$ cat src/dcache_pkg.sv
`default_nettype none

package dcache_pkg;

    localparam int offset_bits = 3;
    localparam int index_bits = 4;
    localparam int tag_bits = 25;

    typedef logic [31:0] addr_t;
    typedef logic [31:0] word_t;
    typedef logic [63:0] line_t;
    typedef logic [index_bits-1:0] index_t;
    typedef logic [tag_bits-1:0] tag_t;

    // zero is reserved for "no tag"
    typedef logic [3:0] mem_tag_t;

    typedef enum logic [1:0] {
        size_byte = 2'd0,
        size_half = 2'd1,
        size_word = 2'd2
    } mem_size_e;

    typedef enum logic [1:0] {
        mshr_invalid = 2'd0,
        mshr_waiting = 2'd1,
        mshr_ready = 2'd2
    } mshr_state_e;

    typedef enum logic [1:0] {
        bus_none = 2'd0,
        bus_load = 2'd1,
        bus_store = 2'd2
    } bus_cmd_e;

    typedef struct packed {
        logic valid;
        logic is_store;
        mem_size_e size;
        addr_t address;
        word_t value;
    } cache_req_t;

    typedef struct packed {
        logic valid;
        logic is_store;
        addr_t address;
        word_t value;
    } cache_rsp_t;

    typedef struct packed {
        bus_cmd_e cmd;
        addr_t address;
        line_t data;
    } bus_req_t;

    // one outstanding miss
    typedef struct packed {
        logic is_store;
        mem_size_e size;
        addr_t address;
        word_t value;
        mem_tag_t mem_tag;
    } mshr_entry_t;

endpackage

`default_nettype wire

$ cat src/lane_extract.sv
`timescale 1ns/1ns
`default_nettype none

module lane_extract import dcache_pkg::*; (
    input  line_t                  line,
    input  logic [offset_bits-1:0] offset,
    input  mem_size_e              size,
    output word_t                  value
);

    word_t half_line;
    word_t shifted;

    assign half_line = offset[2] ? line[63:32] : line[31:0];
    assign shifted = half_line >> {offset[1:0], 3'b000};

    always_comb begin
        case (size)
            size_byte: value = {24'b0, shifted[7:0]};
            size_half: value = {16'b0, shifted[15:0]};
            default: value = half_line;
        endcase
    end

endmodule

`default_nettype wire

$ cat config.mk
export PLATFORM = sky130hd
export DESIGN_NAME = lane_extract
export DESIGN_NICKNAME = d
export VERILOG_FILES = /design/src/dcache_pkg.sv /design/src/lane_extract.sv
export SDC_FILE = /design/constraint.sdc
export NUM_CORES = 1
export LEC_CHECK = 0
export BUFFER_PORTS_ARGS = -buffer_cell sky130_fd_sc_hd__buf_2
export CORE_AREA = 2 2 53 55
export DETAILED_ROUTE_END_ITERATION = 7
export DIE_AREA = 0 0 55 57
export PLACE_DENSITY = 0.81
export SLEW_MARGIN = 5
export SYNTH_ARGS = -nofsm -noshare
export SYNTH_HDL_FRONTEND = slang
export SYNTH_SLANG_ARGS = --single-unit
$ cat constraint.sdc
create_clock -name vclk -period 1.7
set_input_delay 0.255 -clock vclk [all_inputs]
set_output_delay 0.255 -clock vclk [all_outputs]
set_load 0.02 [all_outputs]
# == Word level (Yosys, flattened, before mapping) ==
# Cells that the tools add are included.
# word_totals
register_bits,0
input_bits,69
output_inout_bits,32
wordCells,5
# classes
n_eq_ne,1
shift,1
n_mux,2
reduce_logical,1
# op_table
cell,n
32-bit case mux with 2 select lines,1
32-bit 2-to-1 mux,1
32-bit by 5-bit >> shifter with 16-bit output,1
"2-bit by 1-bit equality test with 1-bit output, second input constant",1
2-bit logical NOT,1

# == Depth between registers and ports, before layout ==
# depth
word_depth,3
mapped_depth,5

# == Worst setup path after synthesis ==
# Ideal clock, no wire load.
# synth_timing
path_type,input to output
from,in offset[2]
to,out value[1]
t_arrival_ns,1.235
t_required_ns,1.445
slack_ns,0.210
path_stages,5
n_path_buf,2
cell_sequence,buf_6 -> buf_6 -> mux2_2 -> a2bb2oi_1 -> o221ai_1
# synth_via
elab_chain_len,3
# synth_rtl
item,line_no,rtl
"start, declared",lane_extract.sv:6,"input logic [offset_bits-1:0] offset,"
32-bit 2-to-1 mux *,lane_extract.sv:14,assign half_line = offset[2] ? line[63:32] : line[31:0];
32-bit by 5-bit >> shifter with 16-bit output,lane_extract.sv:15,"assign shifted = half_line >> {offset[1:0], 3'b000};"
32-bit case mux with 2 select lines *,lane_extract.sv:18,case (size)
"end, declared",lane_extract.sv:8,output word_t value
# Mark *: on every way between the ends. The rest lies on a longest branch, timed or not.

# == Final worst setup path ==
# layout_timing
from,in offset[2]
to,out value[5]
# Same word-level chain as after synthesis.

==> results.md <==
- Post-synthesis cell count: 110
- Synth cell count leaders: and2_1, mux2i_1, mux2_2
- Pre-Repair DR Iteration Count: 5
- MaxCap Viol Count: 0
- Worst EP arrival: 1.39 ns
- Most common cell in the netlist: and2_1
- Hold-fix buffers, CTS: 0
- Static leakage: 0.826 nW
- Slowest stage delay, CP: 0.25 ns
- Mapped cell area: 861 um^2
- P per Cell Area: 334 nW/um^2
- Worst rel slew slack: 68.9%
- Tcrit/Tclk final: 96.8%
- Cell repeated most along the worst path: buf_12
- Die footprint: 3140 um^2
- Dominant cells by area after synthesis: mux2_2, mux2i_1, and2_1
- Reg area: 0 um^2
- DR vias: 1,319
- Synth warn: 0
- Status: completed
- Die width: 55 um
- Worst-Margin Slew: 0.466 ns
- Antenna Nets Post-Route: 0
- Placed Cells: 236
- DR vias/cell: 5.38
- Die Span Y: 57 um
- Detailed Route Iter0 Violations: 31
- Layout cells sized above 1: 67.3%
- GRT Residual Overflow: 0
- Crit path kind: in2out
- Crit end category: primary output
- Final count of pins violating max slew: 0
- Vias in the first global route: 1,241
- IO Pins: 101
- Min-delay worst type: in2out
- DRC violations left: 0
- Num sequential: 0
- First-pass GRT wire length: 5.20 mm
- DRT Wirelength: 3.79 mm
- ANT cells: 0
- Fillers: 262
- Row cnt: 19
- Critical path fanouts, max: 10
- CP Launch Type: input port
- Placer Congestion: 0.733
- Area grow syn2layout: 86.6%
- Final Power: 536 uW
- Slowest-stage cell, CP: mux2i_4
- Nets@finish: 285
- Core area: 2620 um^2
- Unique masters post-synth: 20
- Area occupied by multi-input gates: 868 um^2
- Max Freq: 607 MHz
- HPWL after DPL: 2.71 mm
- Final setup fails: 0
- GRT Total Usage: 21.1%
- Clkbuf count: 0
- Syn_nets: 179
- Syn avg cell area: 7.83 um^2
- Worst VDD drop: 0.237 mV
- Initial antenna violation count: 0
- Port Buf Inserts: 101
- Fin. Hold Viols: 0
- Largest net degree at the start of global routing: 18
- Crit path cell chain: buf_6 > buf_12 > buf_12 > mux2i_4 > a2bb2oi_2 > o221ai_1 > buf_4
- Starting Density: 32.9%
- Sequential area share after synthesis: 0%
- Worst path required time: 1.44 ns
- WL/cell: 15.5 um
- Area leader, netlist: mux2_2
- Layout Cells excl Fill: 245
- Period minus WS final: 1.65 ns
- Synth top area share: 19.6%
[cell type report]
cell class                      instances  share of cell area, %
Timing Repair Buffer                  117                   43.5
Tap cell                               31                   2.41
Multi-Input combinational cell         97                   54.0
[kinds of logic after synthesis]
| logic type | share of synthesized area (%) |
|---|---|
| compound gates | 29.5 |
| simple gates | 20.2 |
| mux | 41.7 |
| buf+inv | 8.57 |
[where the power goes]
group / total (mW) / switching (mW) / internal, mW / leakage, nW
sequential: 0 / 0 / 0 / 0
clock: 0 / 0 / 0 / 0
combinational: 0.536 / 0.269 / 0.267 / 0.826
total: 0.536 / 0.269 / 0.267 / 0.826
[repair_timing]
action,CTS,global route
gates cloned,0,1
endpoints found under the setup margin,13,14
pin swaps,0,2
resized for setup,1,23
setup buffers,2,6
[per-layer routing]
layer / global-route usage, % / wire length, um / vias up
met5: 0 / 0 / -
met4: 0 / 40 / 0
met3: 1.05 / 242 / 4
met2: 44.2 / 2110 / 67
met1: 23.1 / 1400 / 606
li1: - / - / 642
[worst paths after layout]
check	start	end	slack (ns)	cells after the start
min	line[7]	value[7]	0.95	4
max	offset[2]	value[5]	0.05	7
[metrics by stage]
| step | hold slack (ns) | setup WS (ns) | utilization [%] | instance area [um^2] | TNS (ns) |
|---|---|---|---|---|---|
| 5_1_grt | 0.980 | -0.0172 | 61.4 | 1610 | -0.0280 |
| 2_1_floorplan | 0.789 | 0.210 | - | 861 | 0 |
| 3_3_place_gp | 0.955 | -0.00357 | 53.9 | 1410 | -0.00827 |
| 4_1_cts | 0.960 | 0.0121 | 54.5 | 1430 | 0 |
| 6_report | 0.953 | 0.0537 | 61.4 | 1610 | 0 |
| 3_5_place_dp | 0.955 | -0.0328 | 53.9 | 1410 | -0.262 |
[cells in the final DEF (no fill, tap or decap), drive strengths merged]
| cell type | count |
|---|---|
| a2bb2oi | 7 |
| and3b | 1 |
| o22ai | 9 |
| o221ai | 7 |
| clkbuf | 1 |
| nor2b | 2 |
| buf | 116 |
| a21oi | 1 |
| mux2 | 17 |
| nand2b | 2 |
| nand2 | 7 |
| a22oi | 8 |
| a222oi | 1 |
| nor2 | 2 |
| mux2i | 16 |
| and2 | 17 |
[worst max-delay path: cells and delay by family]
| kind | cells | cell delay [ns] |
|---|---|---|
| buffers and inverters | 4 | 0.59 |
| multiplexers | 1 | 0.25 |
| AO/OA/AOI/OAI | 2 | 0.28 |
Note: power is estimated with default switching activity, not from simulation.
