$ cat src/dcache_pkg.sv
`default_nettype none

package dcache_pkg;

    localparam int offset_bits = 3;
    localparam int index_bits = 4;
    localparam int tag_bits = 25;

    typedef logic [31:0] addr_t;
    typedef logic [31:0] word_t;
    typedef logic [63:0] line_t;
    typedef logic [index_bits-1:0] index_t;
    typedef logic [tag_bits-1:0] tag_t;

    // zero is reserved for "no tag"
    typedef logic [3:0] mem_tag_t;

    typedef enum logic [1:0] {
        size_byte = 2'd0,
        size_half = 2'd1,
        size_word = 2'd2
    } mem_size_e;

    typedef enum logic [1:0] {
        mshr_invalid = 2'd0,
        mshr_waiting = 2'd1,
        mshr_ready = 2'd2
    } mshr_state_e;

    typedef enum logic [1:0] {
        bus_none = 2'd0,
        bus_load = 2'd1,
        bus_store = 2'd2
    } bus_cmd_e;

    typedef struct packed {
        logic valid;
        logic is_store;
        mem_size_e size;
        addr_t address;
        word_t value;
    } cache_req_t;

    typedef struct packed {
        logic valid;
        logic is_store;
        addr_t address;
        word_t value;
    } cache_rsp_t;

    typedef struct packed {
        bus_cmd_e cmd;
        addr_t address;
        line_t data;
    } bus_req_t;

    // one outstanding miss
    typedef struct packed {
        logic is_store;
        mem_size_e size;
        addr_t address;
        word_t value;
        mem_tag_t mem_tag;
    } mshr_entry_t;

endpackage

`default_nettype wire

$ cat src/line_store.sv
`timescale 1ns/1ns
`default_nettype none

module line_store import dcache_pkg::*; (
    input  logic       clock,
    input  logic       reset,
    input  cache_req_t req,
    input  line_t      store_line,
    input  logic       fill,
    input  addr_t      fill_address,
    input  line_t      fill_line,
    output logic       hit,
    output line_t      hit_line,
    output logic       victim_valid,
    output addr_t      victim_address,
    output line_t      victim_line
);

    localparam int num_sets = 1 << index_bits;

    tag_t tags [num_sets][2];
    line_t data [num_sets][2];
    logic [1:0] valid [num_sets];
    // most recently used way per set
    logic [num_sets-1:0] lru;

    index_t req_index;
    tag_t req_tag;
    index_t fill_index;
    tag_t fill_tag;
    logic [1:0] way_match;
    logic hit_way;
    logic victim_way;

    assign req_index = req.address[offset_bits +: index_bits];
    assign req_tag = req.address[offset_bits + index_bits +: tag_bits];
    assign fill_index = fill_address[offset_bits +: index_bits];
    assign fill_tag = fill_address[offset_bits + index_bits +: tag_bits];

    assign way_match[0] = valid[req_index][0] && (tags[req_index][0] == req_tag);
    assign way_match[1] = valid[req_index][1] && (tags[req_index][1] == req_tag);
    assign hit = req.valid && (|way_match);
    assign hit_way = way_match[1];
    assign hit_line = data[req_index][hit_way];

    assign victim_way = !lru[fill_index];
    assign victim_valid = fill && valid[fill_index][victim_way];
    assign victim_address = {tags[fill_index][victim_way], fill_index, {offset_bits{1'b0}}};
    assign victim_line = data[fill_index][victim_way];

    always_ff @(posedge clock) begin
        if (reset) begin
            for (int s = 0; s < num_sets; s++) begin
                valid[s] <= 2'b00;
            end
            lru <= '0;
        end else if (fill) begin
            valid[fill_index][victim_way] <= 1'b1;
            lru[fill_index] <= victim_way;
        end else if (hit) begin
            lru[req_index] <= hit_way;
        end
    end

    // fills and hits never share a cycle, busy keeps requests out
    always_ff @(posedge clock) begin
        if (fill) begin
            tags[fill_index][victim_way] <= fill_tag;
            data[fill_index][victim_way] <= fill_line;
        end else if (hit && req.is_store) begin
            data[req_index][hit_way] <= store_line;
        end
    end

endmodule

`default_nettype wire

$ cat config.mk
export PLATFORM = sky130hd
export DESIGN_NAME = line_store
export DESIGN_NICKNAME = d
export VERILOG_FILES = /design/src/dcache_pkg.sv /design/src/line_store.sv
export SDC_FILE = /design/constraint.sdc
export NUM_CORES = 2
export LEC_CHECK = 0
export BUFFER_PORTS_ARGS = -buffer_cell sky130_fd_sc_hd__clkbuf_2
export CORE_UTILIZATION = 29
export CTS_CLUSTER_DIAMETER = 50
export DETAILED_ROUTE_END_ITERATION = 10
export HOLD_SLACK_MARGIN = 0.02
export PLACE_DENSITY = 0.39
export SYNTH_ARGS = -nofsm -noshare
export SYNTH_HDL_FRONTEND = slang
export SYNTH_SLANG_ARGS = --single-unit
$ cat constraint.sdc
create_clock -name clock -period 12.45 [get_ports clock]
set_input_delay 0.6225 -clock clock [delete_from_list [all_inputs] [get_ports clock]]
set_output_delay 0.6225 -clock clock [all_outputs]
set_load 0.02 [all_outputs]
* Word-level counts from Yosys, hierarchy flattened
Memory sizes are Yosys's and may differ from the RTL's. Cells that the tools add are included.
Word-level totals: register bits after elaboration 16, memory bits (writable) 2880, bits of input ports 231, memories kept 3
Memories:
- data | depth 16, bits a word 128, read ports 2, clocked after Yosys merged registers in 0, write ports 1, line line_store.sv:22 | line_t data [num_sets][2];
- tags | depth 16, bits a word 50, read ports 2, clocked after Yosys merged registers in 0, write ports 1, line line_store.sv:21 | tag_t tags [num_sets][2];
- valid | depth 16, bits a word 2, read ports 2, clocked after Yosys merged registers in 0, write ports 16, line line_store.sv:23 | logic [1:0] valid [num_sets];
Operators by class: magnitude comparators 10, equality and inequality tests 2, multiplexer cells 45, bitwise logic cells 2, reduce and logical (&&, ||, !) cells 15
Operator list (number):
- 128-bit two-way mux | 4
- 64-bit two-way mux | 8
- 64-bit demux with 1-bit select | 2
- 128-bit OR reduction | 1
- 25-bit two-way mux | 4
- 25-bit == test | 2
- 50-bit two-way mux | 1
- 16-bit bitwise mux | 2
- 16-bit two-way mux | 2
- 25-bit demux with 1-bit select | 1
- 1-bit two-way mux | 12
- 1-bit logical AND | 10
- 4-bit by 5-bit < comparator with 1-bit output, second input constant | 2
- 1-bit demux with 4-bit select | 2
- 4-bit by 1-bit greater-or-equal comparator with 1-bit output, second input constant | 2
- 4-bit two-way mux | 2
- 2-bit two-way mux | 3
- 1-bit binary-select mux with 4-bit select | 1
- 2-bit greater-or-equal comparator, second input constant | 2
- 2-bit by 1-bit < comparator with 1-bit output, second input constant | 2
- 1-bit inverter with 2-bit output | 2
- 2-bit OR reduction | 2
- 1-bit by 2-bit < comparator with 1-bit output, second input constant | 1
- 2-bit nonzero test | 1
- other kinds (3) | 3

* Depth between registers and ports, before layout
An unclocked memory read counts as a cell.
depth in word-level cells 11, mapped depth 19, depth with buffers taken out 10

* Worst setup path after synthesis
OpenSTA, ideal clock, no wires.
path kind input -> register, from input port req[36] (netlist bit), to memory data[6][0] (netlist bit), enable pin, setup time 0.574 ns, arrival 8.068 ns, required time 11.876 ns, path slack 3.808 ns, cell stages on the path 13, path through buf_2 > buf_2 > buf_2 > buf_1 > mux2i_1 > xnor2_1 > o41ai_1 > nand4_1 > or4_1 > clkbuf_1 > nor2_1 > nand2_1 > o21ai_0
Between the ends: longest elaborated chain between the ends 11, elaborated cells between the ends (all ways) 21, those cells by class order compare (2); eq/ne (2); mux (7); bitwise (1); reduce/logical (7); memory (2)
RTL lines:
- from (decl) | line line_store.sv:7 | input cache_req_t req,
- memory read 16 x 50 bit
- 25-bit == test, on equally long branches | line line_store.sv:41, line_store.sv:40
- 1-bit logical AND, on equally long branches | line line_store.sv:41, line_store.sv:40
- 1-bit inverter with 2-bit output (implied by the code) or 2-bit OR reduction (tied branches) | line line_store.sv:71, line_store.sv:42
- 2-bit greater-or-equal comparator (implied by the code) (tied with other cells) | line line_store.sv:71 | data[req_index][hit_way] <= store_line;
- 1-bit logical AND, on equally long branches | line line_store.sv:71, line_store.sv:70
- 64-bit two-way mux (implied by the code) or 1-bit two-way mux (tied branches) | line line_store.sv:71, line_store.sv:70
- 64-bit demux with 1-bit select or 1-bit two-way mux (tied branches) | line line_store.sv:71, line_store.sv:67
- 128-bit two-way mux (implied by the code) | line line_store.sv:71
- 128-bit OR reduction (no source line)
- 4-bit two-way mux (no source line) or 128-bit two-way mux (tied branches)
- to (decl) | line line_store.sv:22
Several ways; a longest one is shown, not always the timed one.

* Worst setup path in the final report
from input port req[38] (netlist bit), to output port hit_line[62]
Between the ends: longest elaborated chain between the ends 7, elaborated cells between the ends (all ways) 9, those cells by class eq/ne (1); mux (3); bitwise (1); reduce/logical (1); memory (3)
RTL lines:
- memory read 16 x 50 bit
- 25-bit == test | line line_store.sv:41 | assign way_match[1] = valid[req_index][1] && (tags[req_index][1] == req_tag);
- 1-bit logical AND | line line_store.sv:41
- 1-bit inverter with 2-bit output (implied by the code) | line line_store.sv:44 | assign hit_line = data[req_index][hit_way];
- 64-bit two-way mux (implied by the code) * (3 in series) | line line_store.sv:44
- to (decl) | line line_store.sv:13 | output line_t hit_line,
Mark *: on every way between the ends. The rest lies on a longest branch, timed or not. The select of a mux whose other input is x is not followed.

==> flow_summary.toml <==
[outcome]
status = "finished, final reports clean"

[timing]
setup_violations = 0
finalSetupTns_ns = 0
slew_violations = 0
whs_ns = 0.234
max_slew_margin_pct = 19.0
fin_crit_ns = 7.41
fin_skew_ns = 0.0797
rsz0062_at_grt = "no"
fmax_mhz = 135
worst_pin_slew_ns = 1.21
hold_viol_final = 0
period_share_pct = 59.5

[layout]
fillerInstances = 42563
area_growth_pct = 18.6
stdcell_area_um2 = 159000
drive_above_1_share_pct = 47.0
fin_util_pct = 34.6
fin_nets = 6700

[synthesis]
synthTopCellsByArea = "edfxtp_1 (64%), mux4_2 (29%), mux2_2 (1.8%)"
synthTopCellsByCount = "edfxtp_1 (2,848), mux4_2 (1,711), clkbuf_1 (290), mux2_2 (209), mux2i_1 (165)"
seq_area_frac_synth_pct = 64.3
synth-edff-count = 2848
ys.flop_type = "edfxtp_1"
netlist_instances = 5982
synth_area_leader_cell = "edfxtp_1"
synth_top_area_share_pct = 63.6
yosys_register_bits = 2896
synthesis.area_um2 = 134000
avgSynthCellArea_um2 = 22.5
synth-async-reset-ratio_pct = 0
synth_most_common_cell = "edfxtp_1"
ys.warnings.count = 0
yosysUniqueCellTypes = 70

[route]
drc = 0
first_iter_violations = 6238
num_vias = 70959
drt_wl_total_um = 483000
drtPass1Iterations = 5
final_antenna_net_count = 0
viasPerCell = 5.45
post_drt_wl_per_cell_um = 37.2

[global_routing]
grt_start_max_net_pins = 126
grt_antenna_before_repair = 40
overflow = 0
first_global_vias = 75764
grt_pass1_wl_um = 658000
gr-usage-all-layers_pct = 20.5

[power_and_ir_drop]
power_density_nw_per_um2 = 160
p_leak_uw = 0.0497
total_power_uw = 25600
irDropWorstVdd_uv = 130

[critical_path]
path_class = "in2out"
crit_fanout = 77
crit_chain = "buf_8 -> buf_12 -> buf_4 -> mux4_2 -> mux4_2 -> xor2_1 -> a2111oi_0 -> nand4_1 -> nor4b_4 -> buf_4 -> mux2_2 -> clkbuf_2"
cp_slowest_cell = "nor4b_4"
critPathRequiredTime_ns = 11.83
cp-start-kind = "primary input"
slowest_delay_ns = 0.79
arrival_ns = 6.79
end_kind = "output pin"

[clock_tree]
cts_num_sinks = 2896
cts.hold.buffers_added = 0
cts-root-buf = "clkbuf_16"
cts_resized = 0
h-tree-depth = 5
insertion_delay_ns = 1.02
cts_buffer_depth = 4
clk_pin_slew_ns = 0.06
postCtsSetupRepairBufs = 0
cts_buffers = 435
cts_tree = "built"

[placed_design]
place_hpwl_um = 237000
port_buffers = 349
gp_congestion = 0.756
dpl-instance-area_um2 = 144000

[floorplanning]
core-area_um2 = 461000
die_area_um2 = 466000
num_io_pins = 393
placementRows = 249
fp.dieH_um = 683
start_util_pct = 29.2
die_w_um = 683

[run]
max-cap-violations = 0

[worst_hold_path]
hold_path_class = "in2reg"
-- sequential cells by signal (all words and copies together) (netlist names) --
register,flops
tags,800
valid,32
lru,16
data,2048
-- critical path, delay by kind of cell --
kind / cells / cell delay [ns]
buffers and inverters: 5 / 2.82
xor gates and xnor gates: 1 / 0.21
muxes: 3 / 1.53
AOI/OAI and AO/OA: 1 / 0.32
and+or+nand+nor: 2 / 1.01
-- path summary, 6_finish.rpt --
kind                            slack [ns]                   from               endpoint  cells after the start
worst max-delay path                  5.04                req[38]           hit_line[62]                     12
worst min-delay path                  0.23                  reset    valid[1][1]$_DFF_P_                      3
worst max register to register        6.44  tags[11][3]$_DFFE_PP_  data[9][52]$_DFFE_PP_                     12
worst min register to register        0.49    valid[0][1]$_DFF_P_    valid[0][1]$_DFF_P_                      2
-- layout make-up --
type / count / area, um^2 / share of cell area, %
Tap cell: 6149 / 7690 / 4.83
Sequential cell: 2896 / 86500 / 54.2
Clock inverter: 319 / 3810 / 2.39
Antenna cell: 12 / 30.0 / 0.0188
Timing Repair Buffer: 522 / 3650 / 2.29
Inverter: 3 / 11.3 / 0.00706
Multi-Input combinational cell: 2611 / 46500 / 29.2
Clock buffer: 497 / 11200 / 7.02
-- placed cells by master (no fill, tap or decap), types with 7 or more instances in the layout --
cell        Yosys  routed
edfxtp_1     2848    2848
mux4_2       1711    1711
clkbuf_16       0     437
clkbuf_2        0     341
mux2_2        209     209
mux2i_1       165     165
buf_4          17     132
nor2_1        124      93
clkinv_2        0      72
bufinv_16       0      66
clkinv_1        0      64
clkbuf_1      290      57
clkinvlp_4      0      49
dfxtp_1        48      48
buf_12          2      43
xor2_1         40      40
nand2_1        40      40
nor2_4          0      31
o22ai_4         0      30
a211oi_1       27      27
clkinv_4        0      26
a22oi_1        23      23
xnor2_1        21      21
a31oi_1        19      19
inv_6           0      19
and3_1         18      18
mux2_1         15      15
a22o_1         14      14
nand3_1        14      14
a21o_1         14      14
diode_2         0      12
nor2b_1        13      11
nor3_1         10      10
o22ai_1        32       9
o21ai_0         9       8
nand4_1         7       7
clkinv_8        0       7
inv_16          0       7
-- where the power goes --
group | internal (uW) | leakage [uW] | switching [uW]
combinational | 826 | 0.0164 | 1180
clock | 7860 | 0.00719 | 4830
sequential | 10800 | 0.0260 | 40.2
total | 19500 | 0.0497 | 6050
-- routing by layer --
metal,up-vias,routed length (um),GRT usage (%)
li1,27886,-,-
met1,40351,209000,28.1
met2,2048,239000,34.6
met3,656,23600,2.86
met4,18,11700,4.85
met5,-,110,0
-- metrics by stage --
stage	std cells	worst slack (ns)
global route	12999	4.79
CTS	12997	4.60
global placement	12181	4.45
finish	13009	5.04
floorplan	5984	3.81
detailed placement	12181	4.60
-- logic make-up after synthesis --
logic type / after synthesis / share of synthesized area, %
DFF: 2896 / 64.3
muxes: 2100 / 31.8
buffers and inverters: 477 / 1.53
and+or+nand+nor: 262 / 0.919
AOI/OAI and AO/OA: 185 / 1.03
xor gates and xnor gates: 61 / 0.397
other: 1 / 0.00279
Power figures use the tool's default switching activity.
