$ cat config.mk
export PLATFORM = sky130hd
export DESIGN_NAME = mshr_ctrl
export DESIGN_NICKNAME = d
export VERILOG_FILES = /design/src/dcache_pkg.sv /design/src/lane_extract.sv /design/src/mshr_ctrl.sv
export SDC_FILE = /design/constraint.sdc
export NUM_CORES = 1
export LEC_CHECK = 0
export BUFFER_PORTS_ARGS = -buffer_cell sky130_fd_sc_hd__buf_2
export CAP_MARGIN = 0
export CORE_MARGIN = 3
export CORE_UTILIZATION = 58
export DETAILED_ROUTE_END_ITERATION = 7
export GPL_TIMING_DRIVEN = 0
export PLACE_DENSITY = 0.76
export REMOVE_ABC_BUFFERS = 1
export SLEW_MARGIN = 15
export SYNTH_ARGS = -nofsm -noshare
export SYNTH_HDL_FRONTEND = slang
export SYNTH_SLANG_ARGS = --single-unit
$ cat constraint.sdc
create_clock -name clock -period 12.2 [get_ports clock]
set_input_delay 2.44 -clock clock [delete_from_list [all_inputs] [get_ports clock]]
set_output_delay 2.44 -clock clock [all_outputs]
set_load 0.02 [all_outputs]
$ cat src/dcache_pkg.sv
`default_nettype none

package dcache_pkg;

    localparam int offset_bits = 3;
    localparam int index_bits = 4;
    localparam int tag_bits = 25;

    typedef logic [31:0] addr_t;
    typedef logic [31:0] word_t;
    typedef logic [63:0] line_t;
    typedef logic [index_bits-1:0] index_t;
    typedef logic [tag_bits-1:0] tag_t;

    // zero is reserved for "no tag"
    typedef logic [3:0] mem_tag_t;

    typedef enum logic [1:0] {
        size_byte = 2'd0,
        size_half = 2'd1,
        size_word = 2'd2
    } mem_size_e;

    typedef enum logic [1:0] {
        mshr_invalid = 2'd0,
        mshr_waiting = 2'd1,
        mshr_ready = 2'd2
    } mshr_state_e;

    typedef enum logic [1:0] {
        bus_none = 2'd0,
        bus_load = 2'd1,
        bus_store = 2'd2
    } bus_cmd_e;

    typedef struct packed {
        logic valid;
        logic is_store;
        mem_size_e size;
        addr_t address;
        word_t value;
    } cache_req_t;

    typedef struct packed {
        logic valid;
        logic is_store;
        addr_t address;
        word_t value;
    } cache_rsp_t;

    typedef struct packed {
        bus_cmd_e cmd;
        addr_t address;
        line_t data;
    } bus_req_t;

    // one outstanding miss
    typedef struct packed {
        logic is_store;
        mem_size_e size;
        addr_t address;
        word_t value;
        mem_tag_t mem_tag;
    } mshr_entry_t;

endpackage

`default_nettype wire

$ cat src/lane_extract.sv
`timescale 1ns/1ns
`default_nettype none

module lane_extract import dcache_pkg::*; (
    input  line_t                  line,
    input  logic [offset_bits-1:0] offset,
    input  mem_size_e              size,
    output word_t                  value
);

    word_t half_line;
    word_t shifted;

    assign half_line = offset[2] ? line[63:32] : line[31:0];
    assign shifted = half_line >> {offset[1:0], 3'b000};

    always_comb begin
        case (size)
            size_byte: value = {24'b0, shifted[7:0]};
            size_half: value = {16'b0, shifted[15:0]};
            default: value = half_line;
        endcase
    end

endmodule

`default_nettype wire

$ cat src/mshr_ctrl.sv
`timescale 1ns/1ns
`default_nettype none

module mshr_ctrl import dcache_pkg::*; #(
    parameter int mshr_count = 4
) (
    input  logic       clock,
    input  logic       reset,
    input  cache_req_t req,
    input  logic       hit,
    input  mem_tag_t   mem_response,
    input  mem_tag_t   mem_tag,
    input  line_t      mem_data,
    input  logic       evict_pending,
    output logic       miss_load,
    output logic       fill,
    output addr_t      fill_address,
    output logic       fill_store,
    output mem_size_e  fill_size,
    output word_t      fill_value,
    output cache_rsp_t miss_rsp,
    output logic       busy
);

    localparam int slot_bits = (mshr_count > 1) ? $clog2(mshr_count) : 1;

    mshr_entry_t entries [mshr_count];
    mshr_state_e state [mshr_count];
    line_t saved_line [mshr_count];

    logic miss;
    logic free_found;
    logic [slot_bits-1:0] free_slot;
    logic [mshr_count-1:0] tag_match;
    logic [slot_bits-1:0] fill_slot;
    logic done_found;
    logic [slot_bits-1:0] done_slot;
    word_t done_value;

    assign miss = req.valid && !hit;
    assign miss_load = miss;

    // walk downward so the lowest index wins
    always_comb begin
        free_found = 1'b0;
        free_slot = '0;
        done_found = 1'b0;
        done_slot = '0;
        fill_slot = '0;
        for (int i = mshr_count - 1; i >= 0; i--) begin
            tag_match[i] = (state[i] == mshr_waiting) && (mem_tag != '0)
                && (entries[i].mem_tag == mem_tag);
            if (state[i] == mshr_invalid) begin
                free_found = 1'b1;
                free_slot = slot_bits'(i);
            end
            if (state[i] == mshr_ready) begin
                done_found = 1'b1;
                done_slot = slot_bits'(i);
            end
            if (tag_match[i]) begin
                fill_slot = slot_bits'(i);
            end
        end
    end

    assign fill = |tag_match;
    assign fill_address = entries[fill_slot].address;
    assign fill_store = entries[fill_slot].is_store;
    assign fill_size = entries[fill_slot].size;
    assign fill_value = entries[fill_slot].value;

    // a reply in flight would collide with a hit write
    assign busy = evict_pending || !free_found || fill;

    lane_extract u_miss_extract (
        .line(saved_line[done_slot]),
        .offset(entries[done_slot].address[offset_bits-1:0]),
        .size(entries[done_slot].size),
        .value(done_value)
    );

    always_comb begin
        miss_rsp.valid = done_found;
        miss_rsp.is_store = entries[done_slot].is_store;
        miss_rsp.address = entries[done_slot].address;
        miss_rsp.value = done_value;
    end

    always_ff @(posedge clock) begin
        if (reset) begin
            for (int i = 0; i < mshr_count; i++) begin
                state[i] <= mshr_invalid;
            end
        end else begin
            for (int i = 0; i < mshr_count; i++) begin
                if (miss && free_found && free_slot == slot_bits'(i)) begin
                    state[i] <= mshr_waiting;
                end else if (tag_match[i]) begin
                    state[i] <= mshr_ready;
                end else if (done_found && done_slot == slot_bits'(i)) begin
                    state[i] <= mshr_invalid;
                end
            end
        end
    end

    always_ff @(posedge clock) begin
        for (int i = 0; i < mshr_count; i++) begin
            if (miss && free_found && free_slot == slot_bits'(i)) begin
                entries[i] <= '{
                    is_store: req.is_store,
                    size: req.size,
                    address: req.address,
                    value: req.value,
                    mem_tag: mem_response
                };
            end
            // raw refill, load lanes are read from here at completion
            if (tag_match[i]) begin
                saved_line[i] <= mem_data;
            end
        end
    end

endmodule

`default_nettype wire

After elaboration in Yosys (flattened, before gate mapping):

Memories as Yosys holds them, arrays and structs flattened.
Index checks and enable logic that the tools add are counted.

* $add $sub $neg: 0
* $mul: 0
* divide/modulo/power cells: 0
* order comparisons: 0
* equal/unequal tests: 19
* shifts and indexed selects: 1
* mux-type cells: 101
* bitwise logic cells: 12
* reductions and logical operators: 34

Operators by type and width (count)
* $mux 71: 3
* $reduce_or 71->1: 3
* $mux 1: 69
* $pmux 32 s2: 1
* $mux 2: 27
* $mux 32: 1
* $shr 32x5->16: 1
* $logic_and 1x1->1: 18
* $eq 2x2->1 const B: 8
* $eq 4x4->1: 4
* $eq 2x1->1 const B: 7
* $logic_not 2->1: 7
* $or 1x1->1: 12
* $reduce_bool 4->1: 1
* $reduce_or 4->1: 1
* $logic_not 1->1: 2
* $logic_or 1x1->1: 2

* bits in registers: 0
* bits in latches: 0
* memory bits (writable): 548
* memory bits (read-only): 0
* input port bits: 144
* output and inout port bits: 136
* logic and storage cells: 170
* memories: 3

Memories
* entries: depth 4, bits a word 71, rd ports 6, clocked after Yosys merged registers in 0, write ports 1, RTL line mshr_ctrl.sv:27 `mshr_entry_t entries [mshr_count];`
* saved_line: depth 4, bits a word 64, rd ports 1, clocked after Yosys merged registers in 0, write ports 4, RTL line mshr_ctrl.sv:29 `line_t saved_line [mshr_count];`
* state: depth 4, bits a word 2, rd ports 4, clocked after Yosys merged registers in 0, write ports 4, RTL line mshr_ctrl.sv:28 `mshr_state_e state [mshr_count];`

Depth between registers and ports, before layout:

* word-level depth: 13
* gate-level depth with buffers: 11
* mapped depth without buffers: 8

Cells and area by module:

From an unflattened synthesis, not the netlist that was laid out.

* cell total of the unflattened synthesis: 1334
* area, all modules: 21949.8 um2

Modules (own cells, without submodules)
* mshr_ctrl: instances 1, cells an instance 1224, area an instance 21089.0 um2, sequential area each 16455.8 um2
* lane_extract: instances 1, cells an instance 110, area an instance 860.8 um2, sequential area each 0.0 um2

Worst setup path after synthesis:

No wires, ideal clock.

* kind: input -> register
* start point: input hit
* end point: memory state[2][0] (netlist name), enable pin
* library setup time: 0.327 ns
* data arrival time: 10.779 ns
* data required time: 11.873 ns
* setup slack: 1.094 ns
* stages: 3
* path buffers: 0
* cells stage by stage: nand2b_1 nor4b_1 or4_1

RTL lines
* start, declared: RTL line mshr_ctrl.sv:10 `input logic hit,`
* end, declared: RTL line mshr_ctrl.sv:28

Worst setup path in the final report:

* start point: input mem_tag[0]
* end point: output fill_address[28]

* elaborated cells on any way between the ends: 18
* those cells by class: eq/ne (4); mux (4); reduce/logical (9); memory (1)

RTL lines
* start, declared: RTL line mshr_ctrl.sv:12 `input mem_tag_t mem_tag,`
* $reduce_bool 4->1: RTL line mshr_ctrl.sv:51 `tag_match[i] = (state[i] == mshr_waiting) && (mem_tag != '0)`
* $logic_and 1x1->1: RTL line mshr_ctrl.sv:51
* $logic_and 1x1->1 *: RTL line mshr_ctrl.sv:52 `&& (entries[i].mem_tag == mem_tag);`
* named net tag_match[0]: RTL line mshr_ctrl.sv:34 `logic [mshr_count-1:0] tag_match;`
* $mux 2 *: RTL line mshr_ctrl.sv:61 `if (tag_match[i]) begin`
* $mem_v2 4x71 *
* end, declared: RTL line mshr_ctrl.sv:17 `output addr_t fill_address,`

The timed path passes the listed nets; every way through them passes the cells marked *.

==> results.cfg <==
[logic_synthesis]
synth-seq-area-share_pct = 72.86
synth-main-ff-cell = edfxtp_1
synth_fa_ha_area_share_pct = 0
synth.distinct_cells = 72
synth_top_family_by_area = compound AO/OA/AOI/OAI gates
muxShareOfSynthArea_pct = 1.784
netlist_area_um2 = 22580
synth_xor_area_share_pct = 0.3878
synth.most_common_cell = edfxtp_1
synth_edf_count = 548
syn_area_per_cell_um2 = 14.44
synth_seq_cells = 548
synthArstFlopShare_pct = 0
synth-simple-area-share_pct = 9.086
synth.area.top_cells = edfxtp_1, a211oi_1, nand2_1
netlist_instances = 1564
synthTopCellsByCount = edfxtp_1, nand2_1, a211oi_1
synth-compound-area-share_pct = 13.06
yosys.area.top_type = edfxtp_1
yosysWarnings = 0
yosysTopAreaCellShare_pct = 72.86

[cts]
clock_sinks = 548
cts_resized = 0
path_clk_slew_ps = 60
ctsHoldBuffers = 0
cts_max_level = 2
cts_tree = built
clockBufferDepth = 3
clk_latency_ps = 600
cts_buffers = 54
postCtsSetupRepairBufs = 0
root_buffer = clkbuf_16

[hold_path]
min_path_cells = 1
hold_path.class = reg2reg

[cells_and_area]
final_cells = 2452
syn2layout_area_growth_pct = 19.64
drive_above_1_share_pct = 26.40
nets = 2026
fillerInstances = 2500
post-route-util_pct = 71.06

[power_and_ir_drop]
pwr-share-seq_pct = 49.9
netSwitchingFraction_pct = 25.10
internal_power_mw = 3.186
clkPwrFrac_pct = 37.0
leakagePower_nw = 9.380
ir_worst_vdd_v = 0.0001454
combinationalPowerShare_pct = 13.1
switchingPower_mw = 1.068
p_per_area_nw_per_um2 = 157.4

[place]
dp_cells = 2337
dpl.hpwl_um = 39530
portBuffers = 279
gp_congestion = 0.8899

[timing]
rsz0062_at_grt = false
fin_skew_ps = 21.16
setup_viol = 0
finalMaxSlewViolations = 0
worstMarginPinSlew_ps = 983.6
relSlewSlack_pct = 34.42
post-route-period-util_pct = 67.67
finalWorstPathRequiredPeriod_ps = 8255
finalHoldViolCount = 0
finalSetupTns_ps = 0
max_freq_mhz = 121.1

[die]
initial_core_util_pct = 59.40
rows = 71
ios = 280
die_w_um = 203.3
dieArea_um2 = 41340
coreArea_um2 = 38020
die_h_um = 203.3

[worst_setup_path]
crit_required_ps = 9760
cp_data_arrival_time_ps = 5820
path_class = in2out
cp_max_fo = 58
worstSetupEndpointType = primary output
r2r.worst_path.cells = 8
start_kind = input pin

[global_route]
grt_usage_pct = 27.65
grt-ovfl-total = 0
antenna_found_initial = 24
grt_max_degree = 70
grt_pass1_wl_um = 88030
grt_pass1_vias = 15148

[detailed_routing]
viasPerCell = 6.228
routed-via-count = 15270
ant_nets = 0
wire_per_inst_um = 23.69
first_iter_violations = 1471
wirelength_um = 58090
drc_errors = 0
drt_first_pass_iters = 5

[flow_run]
maxCapViolations = 0

[outcome]
status = complete, no violations
==> layout by cell type, fill, tap and decap left out, types with 32 or more instances in the layout <==
master / n
a211oi_1: 83
a21oi_1: 58
a31oi_1: 69
and2_0: 32
and2_1: 39
buf_2: 304
clkbuf_16: 55
edfxtp_1: 548
mux2i_1: 38
nand2_1: 159
nor2_1: 69
o21ai_0: 35
o22ai_1: 56
==> area by class of cell <==
cell class              instances  area [um2]  share of cell area (%)
inverters                      19       76.32                  0.2825
clock inverters                33       259.0                  0.9586
flip-flops and latches        548       16460                   60.90
well taps                     511       639.4                   2.366
multi-input cells             883        5640                   20.88
clock buffers                  65        1414                   5.233
diodes                         17       42.54                  0.1574
repair buffers                376        2492                   9.224
==> state kept, by name, summed over array words and instances (netlist names) <==
| register | count |
|---|---|
| state | 8 |
| entries | 284 |
| saved_line | 256 |
==> metrics by stage <==
stage,power (mW),hold slack [ps],area [um2],setup WS (ps)
after global placement,2.683,713.4,24060,-4918
final,4.254,786.2,27020,3945
after global routing,4.384,807.0,27000,3779
after floorplan,2.467,633.5,22020,1094
after CTS,4.266,781.0,26980,3971
after detailed placement,2.714,771.7,25300,3984
==> logic make-up after synthesis <==
logic type / count (synthesis)
AND/OR/NAND/NOR: 409
XOR/XNOR: 10
buffers and inverters: 133
AO/OA/AOI/OAI: 424
flip-flops: 548
multiplexers: 40
==> critical path, stage by stage <==
cell	delay, ps
buf_2	150
xor2_1	170
or4_4	530
nor4b_4	720
buf_6	260
or2_4	380
buf_12	290
buf_16	270
a211oi_1	90
a31oi_1	250
buf_2	210
==> worst paths after layout <==
| check | from | to | slack [ps] |
|---|---|---|---|
| setup / recovery | mem_tag[0] | fill_address[28] | 3940 |
| hold / removal | state[0][0] | state[0][0] | 790 |
| setup reg to reg | state[2][1] | entries[3][26] | 8920 |
| hold reg to reg | state[0][0] | state[0][0] | 790 |
==> metal layers <==
metal,share of wire (%),vias up,track usage [%]
met5,0.21,-,0
met4,2.2,18,7.424
met3,11,105,9.306
met2,50,774,45.77
met1,37,7540,35.44
li1,-,6833,-
==> power by group through the flow <==
stage	logic (mW)	clock network, mW	registers, mW
final	0.557	1.57	2.12
after global routing	0.593	1.67	2.13
after CTS	0.553	1.59	2.12
after detailed placement	0.550	0	2.16
after global placement	0.511	0	2.17
after floorplan	0.302	0	2.17
Power figures use the tool's default switching activity.
