[src/dcache_pkg.sv]
`default_nettype none

package dcache_pkg;

    localparam int offset_bits = 3;
    localparam int index_bits = 4;
    localparam int tag_bits = 25;

    typedef logic [31:0] addr_t;
    typedef logic [31:0] word_t;
    typedef logic [63:0] line_t;
    typedef logic [index_bits-1:0] index_t;
    typedef logic [tag_bits-1:0] tag_t;

    // zero is reserved for "no tag"
    typedef logic [3:0] mem_tag_t;

    typedef enum logic [1:0] {
        size_byte = 2'd0,
        size_half = 2'd1,
        size_word = 2'd2
    } mem_size_e;

    typedef enum logic [1:0] {
        mshr_invalid = 2'd0,
        mshr_waiting = 2'd1,
        mshr_ready = 2'd2
    } mshr_state_e;

    typedef enum logic [1:0] {
        bus_none = 2'd0,
        bus_load = 2'd1,
        bus_store = 2'd2
    } bus_cmd_e;

    typedef struct packed {
        logic valid;
        logic is_store;
        mem_size_e size;
        addr_t address;
        word_t value;
    } cache_req_t;

    typedef struct packed {
        logic valid;
        logic is_store;
        addr_t address;
        word_t value;
    } cache_rsp_t;

    typedef struct packed {
        bus_cmd_e cmd;
        addr_t address;
        line_t data;
    } bus_req_t;

    // one outstanding miss
    typedef struct packed {
        logic is_store;
        mem_size_e size;
        addr_t address;
        word_t value;
        mem_tag_t mem_tag;
    } mshr_entry_t;

endpackage

`default_nettype wire

[src/writeback_port.sv]
`timescale 1ns/1ns
`default_nettype none

module writeback_port import dcache_pkg::*; (
    input  logic     clock,
    input  logic     reset,
    input  logic     miss_load,
    input  addr_t    miss_address,
    input  logic     victim_valid,
    input  addr_t    victim_address,
    input  line_t    victim_line,
    output bus_req_t bus,
    output logic     evict_pending
);

    logic pending;
    addr_t evict_address;
    line_t evict_line;

    assign evict_pending = pending;

    // miss loads go first, the eviction waits for an idle bus
    always_comb begin
        bus = '{cmd: bus_none, address: '0, data: '0};
        if (miss_load) begin
            bus.cmd = bus_load;
            bus.address = {miss_address[31:offset_bits], {offset_bits{1'b0}}};
        end else if (pending) begin
            bus.cmd = bus_store;
            bus.address = evict_address;
            bus.data = evict_line;
        end
    end

    always_ff @(posedge clock) begin
        if (reset) begin
            pending <= 1'b0;
        end else if (victim_valid) begin
            pending <= 1'b1;
        end else if (!miss_load) begin
            pending <= 1'b0;
        end
    end

    always_ff @(posedge clock) begin
        if (victim_valid) begin
            evict_address <= victim_address;
            evict_line <= victim_line;
        end
    end

endmodule

`default_nettype wire

[config.mk]
export PLATFORM = sky130hd
export DESIGN_NAME = writeback_port
export DESIGN_NICKNAME = d
export VERILOG_FILES = /design/src/dcache_pkg.sv /design/src/writeback_port.sv
export SDC_FILE = /design/constraint.sdc
export NUM_CORES = 1
export LEC_CHECK = 0
export BUFFER_PORTS_ARGS = -buffer_cell sky130_fd_sc_hd__buf_2
export CAP_MARGIN = 20
export CORE_AREA = 2 2 108 89
export DETAILED_ROUTE_END_ITERATION = 12
export DIE_AREA = 0 0 110 91
export PLACE_DENSITY = 0.78
export RECOVER_POWER = 25
export SLEW_MARGIN = 20
export SYNTH_ARGS = -nofsm -noshare
export SYNTH_HDL_FRONTEND = slang
export SYNTH_SLANG_ARGS = --single-unit
[constraint.sdc]
create_clock -name clock -period 1.35 [get_ports clock]
set_input_delay 0.3375 -clock clock [delete_from_list [all_inputs] [get_ports clock]]
set_output_delay 0.3375 -clock clock [all_outputs]
set_load 0.01 [all_outputs]
After elaboration in Yosys (flattened, before gate mapping) --
Index checks and enable logic that the tools add are counted.
Operators by class: $add $sub $neg 0, multipliers 0, divide/modulo/power cells 0, $lt $le $gt $ge 0, equal/unequal tests 1, shift operators 0, muxes and demuxes 5, bitwise gates (word level) 0, reduce and logical (&&, ||, !) cells 0
Operators with widths (number):
- 2-to-1 mux 98 bit | 1
- 2-to-1 mux 64 bit | 1
- 2-to-1 mux 34 bit | 1
- 2-to-1 mux 1 bit | 2
- inequality test 2 x 1 -> 1 bit, second input constant | 1
Word-level totals: register bits 97, bits in latches 0, memory bits (writable) 0, ROM bits 0, input port bits 132, output and inout bits 99, memories kept 0

Depth between registers and ports, before layout --
Gate-level depths: netlist of the first run.
depth after elaboration 2, gate-level depth with buffers 4, depth with buffers taken out 2

Worst setup path before layout of the first run --
No wires, ideal clock.
path kind flip-flop to output port, from reg pending (netlist: evict_pending), to out bus[34] (netlist name), arrival time 1080 ps, data required time 1013 ps, slack -68 ps, stages on the path, launching flop included 5, buffers on the path 2, cell sequence dfxtp_1 -> nor2b_4 -> buf_4 -> buf_2 -> and2_1
RTL lines:
- from (decl) | line writeback_port.sv:16 | logic pending;
- from (signal assigned) | line writeback_port.sv:37 | pending <= 1'b0;
- from (signal assigned) | line writeback_port.sv:39 | pending <= 1'b1;
- from (signal assigned) | line writeback_port.sv:41 | pending <= 1'b0;
- to (decl) | line writeback_port.sv:12 | output bus_req_t bus,

==> metrics.md, run 1 <==
| Metric | Value |
|---|---|
| DP Cell Count | 553 |
| Pwr dens | 1120 nW/µm² |
| Final Net Count | 588 |
| Crit Path Max Fanout | 21 |
| Die Ht | 91 µm |
| Worst hold slack | 0.148 ns |
| Die X-Extent | 110 µm |
| Placer Congestion | 0.722 |
| Ant diodes | 0 |
| Register area share after synthesis | 78.8% |
| Critical path, cell by cell | nor2b_4 > buf_4 > buf_12 > a22o_1 > buf_2 |
| GRT Total Usage | 16.6% |
| Placement Cell Area | 5050 µm² |
| CTS clk-pin slew, worst paths | 0.08 ns |
| Dpl ws | -0.197 ns |
| Status | finished with violations |
| Area of the core | 8880 µm² |
| Share of the cycle needed by the critical path after routing | 130% |
| Crit end category | primary output |
| RSZ-0062 raised after global routing | true |
| Max Slew Vio Count | 0 |
| Initial antenna violation count | 0 |
| Area growth from synthesis to layout | 47.9% |
| Net Count, Synth | 344 |
| Finished Cell Area | 5450 µm² |
| Unique masters post-synth | 13 |
| Worst skew pair latency | 0.34 ns |
| Slowest-stage cell, CP | dfxtp_2 |
| Crit path DAT | 1.42 ns |
| Post-synth top area share | 78.3% |
| Syn avg cell area | 17.4 µm² |
| Slew headroom | 83.2% |
| Routed len/inst | 15.0 µm |
| Cell Area, Synth | 3680 µm² |
| Pre-antenna DRT Iters | 4 |
| CTS Sinks | 97 |
| Post-CTS Hold Buffers | 0 |
| Fin crit period | 1.75 ns |
| DR iter-0 viols | 64 |
| Fmax | 0.570 GHz |
| Final setup margin | -0.403 ns |
| Port Buffers | 227 |
| Peak supply drop | 0.787 mV |
| Post-Route Skew | 0 ns |
| CP peak stage delay | 0.33 ns |
| Crit Path Class | reg -> out |
| Yosys top cell by area | edfxtp_1 |
| Largest net degree at the start of global routing | 55 |
| #FFs+latches synth | 97 |
| Total Wirelength | 8640 µm |
| CTS tree | yes |
| Share of cells above drive strength 1 | 59.2% |
| Failing checks | setup timing |
| Clock Path Buffers | 2 |
| Synth warn | 0 |
| Cells after synthesis | 212 |
| IO Pins | 231 |
| Total power | 6120 µW |
| Dpl hpwl | 6200 µm |
| CTS Root Cell | clkbuf_8 |
| Setup violations, final | 97 |
| Hold Fails Final Rpt | 0 |
| Routed via count | 2654 |
| Max-cap violations | 0 |
| Data required, critical path | 1.01 ns |
| Fin cells | 576 |
| Min-Delay Path Class | in -> reg |
| GRT overflow | 0 |
| Starting Density | 41.5% |
| Slew @ Worst Pin | 0.252 ns |
| Rows | 31 |
| Die area | 10000 µm² |
| Synth area leaders | edfxtp_1 (78%), and2_1 (11%), a22o_1 (6.7%) |
| DR DRC count | 0 |
| H-tree depth | 3 |
| Startpoint types | flop |
| Vias in the first global route | 2595 |
| Routed Antenna Nets | 0 |
| First-pass GRT wire length | 12400 µm |
| Via-to-Cell Ratio | 4.61 |
| Leakage | 0.00251 µW |
| TritonCTS buffer count | 9 |
final timing paths:
path | to | cells past startpoint | slack (ns) | from
worst max-delay path | bus[83] | 5 | -0.40 | evict_pending
worst min-delay path | evict_pending | 2 | 0.15 | reset
worst max register to register | evict_pending | 4 | 0.52 | evict_pending
worst min register to register | evict_pending | 4 | 0.71 | evict_pending
placed cells by master (no fill, tap or decap), types with 2 or more instances in the layout:
| master | Yosys | final |
|---|---|---|
| clkbuf_1 | 6 | 2 |
| buf_12 | 0 | 5 |
| buf_2 | 4 | 215 |
| edfxtp_1 | 96 | 96 |
| clkinvlp_4 | 0 | 3 |
| clkbuf_16 | 0 | 2 |
| and2_4 | 0 | 9 |
| buf_4 | 2 | 11 |
| a22o_1 | 28 | 28 |
| and2_1 | 67 | 58 |
| clkbuf_8 | 0 | 9 |
| buf_6 | 2 | 13 |
cell usage after synthesis:
cell type	number
and2_1	67
a21oi_1	1
edfxtp_1	96
buf_6	2
nor2_1	1
a22o_1	28
o21ai_0	1
nand2_1	2
buf_4	2
clkbuf_1	6
buf_2	4
dfxtp_1	1
nor2b_4	1
worst max-delay path, delay by kind of cell (launching register included):
family / cells / cell delay (ns)
buffers and inverters: 3 / 0.40
and+or+nand+nor: 1 / 0.19
AOI/OAI and AO/OA: 1 / 0.14
DFF: 1 / 0.33
logic make-up after synthesis:
kind of cell | count (synthesis) | synth area share, %
DFF | 97 | 78.8
buffers and inverters | 14 | 2.17
AOI/OAI and AO/OA | 30 | 6.93
and+or+nand+nor | 71 | 12.1
layer usage:
layer	track usage [%]	wire, µm	vias to the layer above	share of wire [%]
li1	-	-	1267	-
met1	16.9	3180	1227	37
met2	29.8	4390	148	51
met3	7.25	937	12	11
met4	5.80	128	0	1.5
met5	0	0	-	0
metrics by stage:
step | setup TNS (ns) | util, %
final | -35.04 | 61.3
after global routing | -45.27 | 61.3
after CTS | -37.47 | 59.6
after detailed placement | -13.49 | 56.8
after global placement | -11.59 | 56.8
after floorplan | 0 | -
power by group:
part / switching (µW) / internal [µW]
clock network: 920 / 851
registers: 54.0 / 3570
logic: 329 / 398
total: 1300 / 4820
sequential cells by signal, summed over array words and instances, names as in the netlist:
| signal | count |
|---|---|
| evict_line | 64 |
| evict_address | 32 |
| evict_pending | 1 |
cell type report:
class / instances / area [µm²]
tap: 115 / 144
clock buffer: 11 / 131
clock inverter: 5 / 56.3
sequential: 97 / 2900
timing repair buffer: 247 / 1480
fill: 707 / 3440
multi-input combinational: 101 / 728
repair_timing:
item	in CTS	in global routing
endpoints found under the hold margin	0	0
pin swaps	1	7
gates cloned	1	3
setup buffers	3	1
setup endpoints to repair	97	97
gates resized for setup	6	20
Note: power is estimated with default switching activity, not from simulation.
==> run 2, diff against run 1 <==
--- a/config.mk
+++ b/config.mk
@@ -12,7 +12,6 @@
 export DIE_AREA = 0 0 110 91
 export PLACE_DENSITY = 0.78
 export RECOVER_POWER = 25
-export SLEW_MARGIN = 20
 export SYNTH_ARGS = -nofsm -noshare
 export SYNTH_HDL_FRONTEND = slang
 export SYNTH_SLANG_ARGS = --single-unit
==> constraint.sdc (replaced) <==
create_clock -name clock -period 1.35 [get_ports clock]
set_input_delay 0.2025 -clock clock [delete_from_list [all_inputs] [get_ports clock]]
set_output_delay 0.2025 -clock clock [all_outputs]
set_load 0.01 [all_outputs]
==> metrics.md, run 2 (synthesis results as in run 1) <==
| Metric | Value |
|---|---|
| Die Ht | 91 µm |
| First-pass GRT wire length | 12400 µm |
| Data required, critical path | 1.15 ns |
| Top Usage Layer GRT | met2 |
| Post-Route Skew | 0 ns |
| Hold Fails Final Rpt | 0 |
| Crit end category | primary output |
| GR Util met3 | 7.68% |
| Routed via count | 2713 |
| Final Net Count | 607 |
| Slew @ Worst Pin | 0.305 ns |
| Final setup margin | -0.298 ns |
| GRT overflow | 0 |
| Die area | 10000 µm² |
| Max reg flops | 64 |
| DR iter-0 viols | 78 |
| Met2 Track Usage GR | 31.9% |
| Starting Density | 41.5% |
| Share of the cycle needed by the critical path after routing | 122% |
| Most frequent cells in the layout | buf_2 (216), edfxtp_1 (96), and2_1 (58) |
| Fin cells | 595 |
| Post-layout util | 64.3% |
| Port Buffers | 227 |
| CTS Sinks | 97 |
| Rows | 31 |
| Max-cap violations | 0 |
| Slew headroom | 79.7% |
| Crit path DAT | 1.45 ns |
| Worst hold slack | 0.0244 ns |
| Total Wirelength | 9760 µm |
| RSZ-0062 raised after global routing | true |
| Pwr dens | 1130 nW/µm² |
| H-tree depth | 3 |
| Routed len/inst | 16.4 µm |
| Area growth from synthesis to layout | 55.1% |
| Largest net degree at the start of global routing | 55 |
| Routed Antenna Nets | 0 |
| Ant diodes | 0 |
| Setup violations, final | 96 |
| Vias in the first global route | 2576 |
| TritonCTS buffer count | 9 |
| GRT met1 Usage | 16.2% |
| Crit Path Max Fanout | 12 |
| Startpoint types | flop |
| Status | finished with violations |
| Reg with most FFs | evict_line |
| Initial antenna violation count | 0 |
| Fin crit period | 1.65 ns |
| Crit Path Class | reg -> out |
| CTS clk-pin slew, worst paths | 0.10 ns |
| Commonest non-fill, non-tap cell in the layout | buf_2 |
| Max Slew Vio Count | 0 |
| Failing checks | setup timing |
| Peak supply drop | 0.764 mV |
| Fmax | 0.607 GHz |
| Area of the core | 8880 µm² |
| Min-Delay Path Class | in -> reg |
| Via-to-Cell Ratio | 4.56 |
| Setup_tns | -24.33 ns |
| CTS Root Cell | clkbuf_8 |
| Pre-antenna DRT Iters | 4 |
| Clock Path Buffers | 2 |
| DR DRC count | 0 |
| Leakage | 0.00263 µW |
| Placer Congestion | 0.713 |
| GRT Total Usage | 16.9% |
| CTS tree | yes |
| Die X-Extent | 110 µm |
| DP Cell Count | 546 |
| Share of cells above drive strength 1 | 55.6% |
| IO Pins | 231 |
| Worst skew pair latency | 0.34 ns |
run 2: worst paths after layout:
kind	start	endpoint	slack [ns]	depth (start not counted)
worst max-delay path	evict_pending	bus[91]	-0.30	5
worst min-delay path	victim_line[15]	evict_line[15]	0.02	1
worst max register to register	evict_pending	evict_pending	0.53	4
worst min register to register	evict_pending	evict_pending	0.69	4
run 2: repair_timing:
item,4_1_cts,5_1_grt
endpoints found under the setup margin,97,96
hold endpoints to repair,1,24
resized for setup,8,18
hold buffers,1,24
cloned,3,2
setup buffers,3,1
run 2: through the flow:
stage	total power (µW)	worst slack [ns]	cell area (µm²)
floorplan	3910	0.0672	3680
global placement	4310	0.118	4980
detailed placement	4340	0.0769	4980
CTS	6440	-0.302	5340
global route	6740	-0.377	5710
finish	6460	-0.298	5710
run 2: layer usage:
metal	vias to the layer above	share of wire, %
met5	-	0
met4	0	0.97
met3	7	9.6
met2	144	54
met1	1253	35
li1	1309	-
run 2: area by class of cell:
| cell class | count | area (µm²) |
|---|---|---|
| fill | 680 | 3170 |
| clock buffer | 12 | 145 |
| sequential | 97 | 2900 |
| timing repair buffer | 266 | 1720 |
| multi-input combinational | 101 | 724 |
| tap | 115 | 144 |
| clock inverter | 4 | 77.6 |
run 2: power breakdown:
part	leakage, µW	switching, µW	internal [µW]
sequential	0.000948	56.7	3570
combinational	0.00157	349	442
clock	0.000111	941	1100
total	0.00263	1350	5110
run 2: worst max-delay path: stages (launching register included):
cell and delay, ns:
dfxtp_2 0.34, nor2b_4 0.16, buf_12 0.16, buf_12 0.14
a22o_1 0.16, buf_2 0.14
